File: config.mk
export PLATFORM = sky130hd
export DESIGN_NAME = alu_pipe_top
export DESIGN_NICKNAME = d
export VERILOG_FILES = /design/src/source/alu_pipe_pkg.sv /design/src/source/fwd_if.sv /design/src/source/alu.sv /design/src/source/alu_pipe_top.sv /design/src/source/decode_stage.sv /design/src/source/exec_pipeline.sv /design/src/source/instr_decoder.sv /design/src/source/operand_forward.sv /design/src/source/reg_file.sv
export VERILOG_INCLUDE_DIRS = /design/src /design/src/source
export SDC_FILE = /design/constraint.sdc
export NUM_CORES = 2
export LEC_CHECK = 0
export BUFFER_PORTS_ARGS = -buffer_cell sky130_fd_sc_hd__buf_2
export CORE_ASPECT_RATIO = 2
export CORE_MARGIN = 4
export CORE_UTILIZATION = 30
export CTS_BUF_LIST = sky130_fd_sc_hd__clkbuf_4
export CTS_CLUSTER_DIAMETER = 40
export CTS_CLUSTER_SIZE = 14
export DETAILED_ROUTE_END_ITERATION = 12
export GPL_TIMING_DRIVEN = 0
export PLACE_DENSITY_LB_ADDON = 0.3
export SETUP_SLACK_MARGIN = 0.5
export SKIP_LAST_GASP = 1
export SLEW_MARGIN = 10
export SYNTH_ARGS = -nofsm -noshare
export SYNTH_HDL_FRONTEND = slang
export SYNTH_SLANG_ARGS = --single-unit
export TNS_END_PERCENT = 5
File: constraint.sdc
create_clock -name clk -period 7.8 [get_ports clk]
set_clock_uncertainty 0.2 [all_clocks]
set_input_delay 1.56 -clock clk [delete_from_list [all_inputs] [get_ports clk]]
set_output_delay 1.56 -clock clk [all_outputs]
set_load 0.01 [all_outputs]
File: src/source/alu_pipe_settings.svh
`ifndef ALU_PIPE_SETTINGS_SVH
`define ALU_PIPE_SETTINGS_SVH

`define XLEN       32
`define REG_ADDR_W 5
`define NUM_REGS   32

// Major opcodes
`define OPCODE_OP     7'b0110011
`define OPCODE_OP_IMM 7'b0010011

// funct3 is shared by the register and immediate forms
`define FUNCT3_ADD_SUB 3'b000
`define FUNCT3_SLL     3'b001
`define FUNCT3_SLT     3'b010
`define FUNCT3_SLTU    3'b011
`define FUNCT3_XOR     3'b100
`define FUNCT3_SRL_SRA 3'b101
`define FUNCT3_OR      3'b110
`define FUNCT3_AND     3'b111

`endif

File: src/source/alu_pipe_pkg.sv
`include "alu_pipe_settings.svh"

package alu_pipe_pkg;

  typedef enum logic [3:0] {
    ALU_ADD  = 4'd0,
    ALU_SUB  = 4'd1,
    ALU_SLL  = 4'd2,
    ALU_SLT  = 4'd3,
    ALU_SLTU = 4'd4,
    ALU_XOR  = 4'd5,
    ALU_SRL  = 4'd6,
    ALU_SRA  = 4'd7,
    ALU_OR   = 4'd8,
    ALU_AND  = 4'd9
  } alu_op_e;

  typedef logic [`REG_ADDR_W-1:0] reg_addr_t;
  typedef logic [`XLEN-1:0]       word_t;

  typedef struct packed {
    alu_op_e   alu_op;
    reg_addr_t rs1;
    reg_addr_t rs2;
    reg_addr_t rd;
    word_t     imm;
    logic      use_imm;
    logic      regwrite;
    logic      illegal;
  } decoded_t;

  // Decode to execute, operands already resolved
  typedef struct packed {
    logic      valid;
    alu_op_e   alu_op;
    reg_addr_t rd;
    logic      regwrite;
    word_t     op_a;
    word_t     op_b;
  } issue_t;

  typedef struct packed {
    logic      valid;
    logic      regwrite;
    reg_addr_t rd;
    word_t     result;
  } stage_t;

endpackage

File: src/source/fwd_if.sv
`timescale 1ns/1ps

interface fwd_if;
  import alu_pipe_pkg::*;

  // Producer stages, youngest first
  stage_t ex;
  stage_t mem;
  stage_t wb;

  modport source (
    output ex,
    output mem,
    output wb
  );

  modport sink (
    input ex,
    input mem,
    input wb
  );

endinterface

File: src/source/alu.sv
`timescale 1ns/1ps

module alu (
  input  alu_pipe_pkg::alu_op_e op_i,
  input  alu_pipe_pkg::word_t   a_i,
  input  alu_pipe_pkg::word_t   b_i,
  output alu_pipe_pkg::word_t   result_o
);
  import alu_pipe_pkg::*;

  logic [4:0] shamt;
  logic       lt_s;
  logic       lt_u;

  assign shamt = b_i[4:0];
  assign lt_s  = $signed(a_i) < $signed(b_i);
  assign lt_u  = a_i < b_i;

  always_comb begin
    case (op_i)
      ALU_ADD:  result_o = a_i + b_i;
      ALU_SUB:  result_o = a_i - b_i;
      ALU_SLL:  result_o = a_i << shamt;
      ALU_SLT:  result_o = word_t'(lt_s);
      ALU_SLTU: result_o = word_t'(lt_u);
      ALU_XOR:  result_o = a_i ^ b_i;
      ALU_SRL:  result_o = a_i >> shamt;
      ALU_SRA:  result_o = $unsigned($signed(a_i) >>> shamt);
      ALU_OR:   result_o = a_i | b_i;
      ALU_AND:  result_o = a_i & b_i;
      default:  result_o = '0;
    endcase
  end

endmodule

File: src/source/alu_pipe_top.sv
`timescale 1ns/1ps

module alu_pipe_top (
  input  logic                   clk,
  input  logic                   rst_n_i,
  input  logic                   instr_valid_i,
  input  alu_pipe_pkg::word_t     instr_i,
  output logic                   wb_valid_o,
  output alu_pipe_pkg::reg_addr_t wb_rd_o,
  output alu_pipe_pkg::word_t     wb_data_o
);
  import alu_pipe_pkg::*;

  issue_t issue;

  fwd_if u_fwd ();

  // Writeback outputs also close the loop to the register file
  decode_stage u_decode_stage (
    .clk           (clk),
    .rst_n_i       (rst_n_i),
    .instr_valid_i (instr_valid_i),
    .instr_i       (instr_i),
    .fwd           (u_fwd.sink),
    .wb_we_i       (wb_valid_o),
    .wb_rd_i       (wb_rd_o),
    .wb_data_i     (wb_data_o),
    .issue_o       (issue)
  );

  exec_pipeline u_exec_pipeline (
    .clk        (clk),
    .rst_n_i    (rst_n_i),
    .issue_i    (issue),
    .fwd        (u_fwd.source),
    .wb_valid_o (wb_valid_o),
    .wb_rd_o    (wb_rd_o),
    .wb_data_o  (wb_data_o)
  );

endmodule

File: src/source/decode_stage.sv
`timescale 1ns/1ps

module decode_stage (
  input  logic                   clk,
  input  logic                   rst_n_i,
  input  logic                   instr_valid_i,
  input  alu_pipe_pkg::word_t     instr_i,
  fwd_if.sink                    fwd,
  input  logic                   wb_we_i,
  input  alu_pipe_pkg::reg_addr_t wb_rd_i,
  input  alu_pipe_pkg::word_t     wb_data_i,
  output alu_pipe_pkg::issue_t    issue_o
);
  import alu_pipe_pkg::*;

  logic     if_id_valid_q;
  word_t    if_id_instr_q;
  decoded_t dec;
  word_t    rf_rs1;
  word_t    rf_rs2;
  word_t    fwd_a;
  word_t    fwd_b;

  // IF/ID register
  always_ff @(posedge clk) begin
    if (!rst_n_i) begin
      if_id_valid_q <= 1'b0;
    end else begin
      if_id_valid_q <= instr_valid_i;
    end
  end

  always_ff @(posedge clk) begin
    if_id_instr_q <= instr_i;
  end

  instr_decoder u_decoder (
    .instr_i (if_id_instr_q),
    .dec_o   (dec)
  );

  reg_file u_reg_file (
    .clk        (clk),
    .rst_n_i    (rst_n_i),
    .rs1_i      (dec.rs1),
    .rs2_i      (dec.rs2),
    .rs1_data_o (rf_rs1),
    .rs2_data_o (rf_rs2),
    .we_i       (wb_we_i),
    .wd_addr_i  (wb_rd_i),
    .wd_data_i  (wb_data_i)
  );

  operand_forward u_operand_forward (
    .rs1_i    (dec.rs1),
    .rs2_i    (dec.rs2),
    .rf_rs1_i (rf_rs1),
    .rf_rs2_i (rf_rs2),
    .fwd      (fwd),
    .op_a_o   (fwd_a),
    .op_b_o   (fwd_b)
  );

  // Illegal encodings leave as bubbles
  always_comb begin
    issue_o.valid    = if_id_valid_q && !dec.illegal;
    issue_o.alu_op   = dec.alu_op;
    issue_o.rd       = dec.rd;
    issue_o.regwrite = dec.regwrite;
    issue_o.op_a     = fwd_a;
    issue_o.op_b     = dec.use_imm ? dec.imm : fwd_b;
  end

endmodule

File: src/source/exec_pipeline.sv
`timescale 1ns/1ps

module exec_pipeline (
  input  logic                   clk,
  input  logic                   rst_n_i,
  input  alu_pipe_pkg::issue_t    issue_i,
  fwd_if.source                  fwd,
  output logic                   wb_valid_o,
  output alu_pipe_pkg::reg_addr_t wb_rd_o,
  output alu_pipe_pkg::word_t     wb_data_o
);
  import alu_pipe_pkg::*;

  issue_t id_ex_q;
  word_t  alu_result;
  stage_t ex_stage;
  stage_t ex_mem_q;
  stage_t mem_wb_q;

  // ID/EX
  always_ff @(posedge clk) begin
    if (!rst_n_i) begin
      id_ex_q.valid <= 1'b0;
    end else begin
      id_ex_q <= issue_i;
    end
  end

  alu u_alu (
    .op_i     (id_ex_q.alu_op),
    .a_i      (id_ex_q.op_a),
    .b_i      (id_ex_q.op_b),
    .result_o (alu_result)
  );

  always_comb begin
    ex_stage.valid    = id_ex_q.valid;
    ex_stage.regwrite = id_ex_q.regwrite;
    ex_stage.rd       = id_ex_q.rd;
    ex_stage.result   = alu_result;
  end

  // EX/MEM, the memory slot only carries the result
  always_ff @(posedge clk) begin
    if (!rst_n_i) begin
      ex_mem_q.valid <= 1'b0;
    end else begin
      ex_mem_q <= ex_stage;
    end
  end

  // MEM/WB
  always_ff @(posedge clk) begin
    if (!rst_n_i) begin
      mem_wb_q.valid <= 1'b0;
    end else begin
      mem_wb_q <= ex_mem_q;
    end
  end

  assign fwd.ex  = ex_stage;
  assign fwd.mem = ex_mem_q;
  assign fwd.wb  = mem_wb_q;

  assign wb_valid_o = mem_wb_q.valid && mem_wb_q.regwrite;
  assign wb_rd_o    = mem_wb_q.rd;
  assign wb_data_o  = mem_wb_q.result;

endmodule

File: src/source/instr_decoder.sv
`timescale 1ns/1ps
`include "alu_pipe_settings.svh"

module instr_decoder (
  input  alu_pipe_pkg::word_t    instr_i,
  output alu_pipe_pkg::decoded_t dec_o
);
  import alu_pipe_pkg::*;

  logic [6:0] opcode;
  logic [2:0] funct3;
  logic [6:0] funct7;
  logic       is_op;
  logic       is_op_imm;
  logic       std_f7;
  logic       alt_f7;
  logic       f_ok;
  logic       legal;
  alu_op_e    op_sel;
  reg_addr_t  rd;
  word_t      imm;

  assign opcode    = instr_i[6:0];
  assign funct3    = instr_i[14:12];
  assign funct7    = instr_i[31:25];
  assign rd        = instr_i[11:7];
  assign is_op     = (opcode == `OPCODE_OP);
  assign is_op_imm = (opcode == `OPCODE_OP_IMM);
  assign std_f7    = (funct7 == 7'b0000000);
  assign alt_f7    = (funct7 == 7'b0100000);

  // Bit 30 selects SUB and SRA; the immediate forms have no SUBI
  always_comb begin
    op_sel = ALU_ADD;
    f_ok   = 1'b0;
    case (funct3)
      `FUNCT3_ADD_SUB: begin
        op_sel = (is_op && instr_i[30]) ? ALU_SUB : ALU_ADD;
        f_ok   = is_op_imm || std_f7 || alt_f7;
      end
      `FUNCT3_SLL: begin
        op_sel = ALU_SLL;
        f_ok   = std_f7;
      end
      `FUNCT3_SLT: begin
        op_sel = ALU_SLT;
        f_ok   = is_op_imm || std_f7;
      end
      `FUNCT3_SLTU: begin
        op_sel = ALU_SLTU;
        f_ok   = is_op_imm || std_f7;
      end
      `FUNCT3_XOR: begin
        op_sel = ALU_XOR;
        f_ok   = is_op_imm || std_f7;
      end
      `FUNCT3_SRL_SRA: begin
        op_sel = instr_i[30] ? ALU_SRA : ALU_SRL;
        f_ok   = std_f7 || alt_f7;
      end
      `FUNCT3_OR: begin
        op_sel = ALU_OR;
        f_ok   = is_op_imm || std_f7;
      end
      `FUNCT3_AND: begin
        op_sel = ALU_AND;
        f_ok   = is_op_imm || std_f7;
      end
    endcase
  end

  assign legal = (is_op || is_op_imm) && f_ok;

  // Shift-immediates carry shamt, not a signed value
  always_comb begin
    if (funct3 == `FUNCT3_SLL || funct3 == `FUNCT3_SRL_SRA) begin
      imm = word_t'(instr_i[24:20]);
    end else begin
      imm = {{(`XLEN-12){instr_i[31]}}, instr_i[31:20]};
    end
  end

  always_comb begin
    dec_o.alu_op   = op_sel;
    dec_o.rs1      = instr_i[19:15];
    dec_o.rs2      = instr_i[24:20];
    dec_o.rd       = rd;
    dec_o.imm      = imm;
    dec_o.use_imm  = is_op_imm;
    dec_o.illegal  = !legal;
    dec_o.regwrite = legal && (rd != '0);
  end

endmodule

File: src/source/operand_forward.sv
`timescale 1ns/1ps

module operand_forward (
  input  alu_pipe_pkg::reg_addr_t rs1_i,
  input  alu_pipe_pkg::reg_addr_t rs2_i,
  input  alu_pipe_pkg::word_t     rf_rs1_i,
  input  alu_pipe_pkg::word_t     rf_rs2_i,
  fwd_if.sink                    fwd,
  output alu_pipe_pkg::word_t     op_a_o,
  output alu_pipe_pkg::word_t     op_b_o
);
  import alu_pipe_pkg::*;

  // regwrite is already clear for rd == x0, so x0 never matches
  function automatic logic hit(stage_t s, reg_addr_t rs);
    return s.valid && s.regwrite && (s.rd == rs);
  endfunction

  function automatic word_t pick(
    reg_addr_t rs,
    word_t     rf_val,
    stage_t    ex,
    stage_t    mem,
    stage_t    wb
  );
    if (hit(ex, rs)) begin
      return ex.result;
    end else if (hit(mem, rs)) begin
      return mem.result;
    end else if (hit(wb, rs)) begin
      // Register file write of this value lands on the next edge
      return wb.result;
    end
    return rf_val;
  endfunction

  assign op_a_o = pick(rs1_i, rf_rs1_i, fwd.ex, fwd.mem, fwd.wb);
  assign op_b_o = pick(rs2_i, rf_rs2_i, fwd.ex, fwd.mem, fwd.wb);

endmodule

File: src/source/reg_file.sv
`timescale 1ns/1ps
`include "alu_pipe_settings.svh"

module reg_file (
  input  logic                   clk,
  input  logic                   rst_n_i,
  input  alu_pipe_pkg::reg_addr_t rs1_i,
  input  alu_pipe_pkg::reg_addr_t rs2_i,
  output alu_pipe_pkg::word_t     rs1_data_o,
  output alu_pipe_pkg::word_t     rs2_data_o,
  input  logic                   we_i,
  input  alu_pipe_pkg::reg_addr_t wd_addr_i,
  input  alu_pipe_pkg::word_t     wd_data_i
);
  import alu_pipe_pkg::*;

  word_t regs [`NUM_REGS];

  always_ff @(posedge clk) begin
    if (!rst_n_i) begin
      for (int i = 0; i < `NUM_REGS; i++) begin
        regs[i] <= '0;
      end
    end else if (we_i && wd_addr_i != '0) begin
      regs[wd_addr_i] <= wd_data_i;
    end
  end

  // x0 reads as zero regardless of contents
  assign rs1_data_o = (rs1_i == '0) ? '0 : regs[rs1_i];
  assign rs2_data_o = (rs2_i == '0) ? '0 : regs[rs2_i];

endmodule

==> flow_metrics.py <==
metrics = {
    "timing": {
        "hold_ws_ns": 0.253,
        "fin_crit_ns": 7.29,
        "final_max_slew_viol_count": 2,
        "fin_crit_sh": 0.934,
        "hold_viol_final": 0,
        "max_slew_margin": -0.0351,
        "rsz0062_at_grt": "true",
        "fmax_mhz": 137,
        "final.setup.tns_ns": 0,
        "setup_viol": 0,
        "fin_ws_ns": 0.512,
        "worst_slew_pin_slew_ns": 1.51,
    },
    "synthesis": {
        "synth_area_per_cell_um2": 13.9,
        "yosysSeqAreaShare": 0.506,
        "yosysWarnings": 0,
        "mappedNetlistArea_um2": 71100,
        "ys_async_sr_fraction": 0,
        "ys_types": 90,
        "synth_edf_count": 1174,
        "synth_seq_cells": 1210,
        "dominantRegCellSynth": "edfxtp_1",
        "syn_inst": 5104,
    },
    "critical_path": {
        "critPathMaxStageDelay_ns": 0.97,
        "worstPathMaxFanout": 11,
        "critPathArrivalTime_ns": 7.93,
        "worstPathRequired_ns": 8.45,
        "cp_slowest_cell": "o21ai_0",
        "crit_path_end_kind": "flop",
        "cp_cell_sequence": "buf_2, inv_1, clkdlybuf4s15_1, clkbuf_2, ha_1, buf_2, nor2b_1, o211ai_1, a21oi_2, o21ai_0, a211oi_2, nor3_1, o2111a_1, a2111oi_4, o21ai_0",
        "critPathTopFamily": "compound AO/OA/AOI/OAI gates",
        "worst-path-buf-inv": 5,
        "cp-start-kind": "flop",
        "timing_worst_setup_path_type": "flop to flop",
    },
    "floorplan": {
        "die-area_um2": 245000,
        "core_area_um2": 236000,
        "io_pins": 73,
        "die_height_um": 697,
        "start_util": 0.301,
        "die_w_um": 352,
        "rows": 252,
    },
    "power_and_ir_drop": {
        "finalPower_mw": 15.0,
        "vdd.ir_drop.worst_v": 0.0000997,
        "powerDensity_nw_per_um2": 188,
        "leakagePower_nw": 28.6,
    },
    "global_routing": {
        "overflow": 0,
        "grt_pass1_vias": 54746,
        "grt_max_degree": 103,
        "grt_pass1_wl_um": 493000,
        "antenna_found_initial": 42,
        "grt_usage": 0.302,
    },
    "clock_tree": {
        "cts_tree": "done",
        "holdBufCountCts": 0,
        "cts_root_buf": "clkbuf_4",
        "path_clk_slew_ns": 0.16,
        "cts_buffers": 115,
        "clock_latency_ns": 1.19,
        "htree_num_levels": 3,
        "clock-sinks": 1210,
        "max-clock-path-buffers": 3,
    },
    "place": {
        "dp_hpwl_um": 284000,
        "port_buffers": 72,
        "gp_congestion": 1.09,
        "place_ws_ns": 0.00338,
    },
    "drt": {
        "vias_per_cell": 6.21,
        "ant_nets": 0,
        "drc": 0,
        "wl_met1_um": 103000,
        "wl_per_cell_um": 43.9,
        "drtPass1Iterations": 6,
        "drt_iter0_markers": 6320,
        "met3_length_um": 30500,
        "wl_met2_um": 187000,
        "dr_total_vias": 53314,
        "drt_wl_total_um": 376000,
        "highest_layer": "met5",
    },
    "layout": {
        "multi_input_area_um2": 33000,
        "layout-drive-gt1-share": 0.243,
        "seqCellArea_um2": 36000,
        "fin_util": 0.338,
        "n_fill_cell": 23000,
        "area_growth_pct": 12.2,
        "final_nets": 5551,
    },
    "worst_hold_path": {
        "hp-class": "input port to flop",
    },
    "run_status": {
        "violations": "max-capacitance violations, max-slew violations",
        "status": "finished with violations",
    },
    "job": {
        "drv_cap": 2,
    },
}
[where the power goes]
| group | internal (mW) | leakage [nW] | total [mW] | switching, mW |
|---|---|---|---|---|
| combinational | 1.27 | 15.3 | 3.76 | 2.49 |
| sequential | 7.43 | 12.4 | 7.77 | 0.341 |
| clock | 1.06 | 0.877 | 3.48 | 2.42 |
[kinds of logic after synthesis]
family / synth area share
compound gates: 0.0634
buf+inv: 0.0376
mux: 0.246
xor+xnor: 0.00468
fa+ha+maj: 0.0176
flops: 0.506
simple gates: 0.125
other cells: 0.0000527
[final timing paths]
check | startpoint | end | slack [ns] | depth (start not counted)
setup / recovery | u_exec_pipeline.id_ex_q[2] | u_exec_pipeline.id_ex_q[0] | 0.51 | 15
hold / removal | instr_i[31] | u_decode_stage.if_id_instr_q[31] | 0.25 | 1
setup reg to reg | u_exec_pipeline.id_ex_q[2] | u_exec_pipeline.id_ex_q[0] | 0.51 | 15
hold reg to reg | u_decode_stage.if_id_valid_q | u_exec_pipeline.fwd.ex[38] | 0.26 | 1
[stage by stage]
| stage | area (µm²) | std cells |
|---|---|---|
| after detailed placement | 77900 | 8340 |
| after global placement | 75400 | 8255 |
| after floorplan | 71200 | 5135 |
| after CTS | 79500 | 8535 |
| after global routing | 79700 | 8554 |
| final | 79800 | 8580 |
[cells in the mapped netlist, drive strengths merged (19+ instances only)]
master	number	area (µm²)
nand4	20	125
mux2i	167	1670
nand2	176	661
a211oi	23	178
and2	974	6090
nor3	42	210
and3	46	288
buf	173	892
nand3	27	135
xnor2	19	166
o211ai	30	225
xor2	19	166
mux4	688	15500
dfxtp	36	721
o221ai	28	245
nand2b	29	181
o22ai	54	338
o21ai	141	706
a21oi	135	683
ha	97	1210
clkbuf	353	1330
a221oi	25	225
nor2	175	657
o31ai	23	183
edfxtp	1174	35300
a221o	19	190
mux2	26	293
inv	119	447
[routing by layer]
metal  vias to the layer above  global-route usage
met5                         -             0.00137
met4                        18               0.364
met3                      1858              0.0819
met2                      3954               0.519
met1                     27110               0.259
li1                      20374                   -
[placed cells by master, fill, tap and decap left out, types with 131 or more instances in the layout]
master	count
mux2i_1	167
nand2_1	176
nor2_1	172
and2_1	973
buf_2	163
mux4_2	688
a21oi_1	131
clkbuf_1	307
clkbuf_4	138
edfxtp_1	1174
[registers in the layout, indices dropped and copies added, names as in the netlist]
signal,flops
u_exec_pipeline.fwd.wb,2
u_exec_pipeline.fwd.ex,7
u_exec_pipeline.id_ex_q,68
u_exec_pipeline.wb_data_o,32
u_decode_stage.if_id_instr_q,32
u_decode_stage.u_reg_file.regs,1024
u_exec_pipeline.fwd.mem,39
u_exec_pipeline.wb_rd_o,5
u_decode_stage.if_id_valid_q,1
[cell type report]
| type | count | share of cell area |
|---|---|---|
| Sequential cell | 1210 | 0.451 |
| Multi-Input combinational cell | 3277 | 0.414 |
| Tap cell | 3048 | 0.0478 |
| Timing Repair Buffer | 165 | 0.0308 |
| Buffer | 526 | 0.0296 |
| Clock buffer | 138 | 0.0130 |
| Clock inverter | 57 | 0.00667 |
| Inverter | 122 | 0.00577 |
| Antenna cell | 37 | 0.00116 |
[repair_timing]
action                     in CTS  in global routing
pin swaps                       0                  1
setup endpoints to repair       3                 17
setup buffers                   0                  2
gates resized for setup         2                 10
No activity file was read; power rests on OpenSTA's default activity.
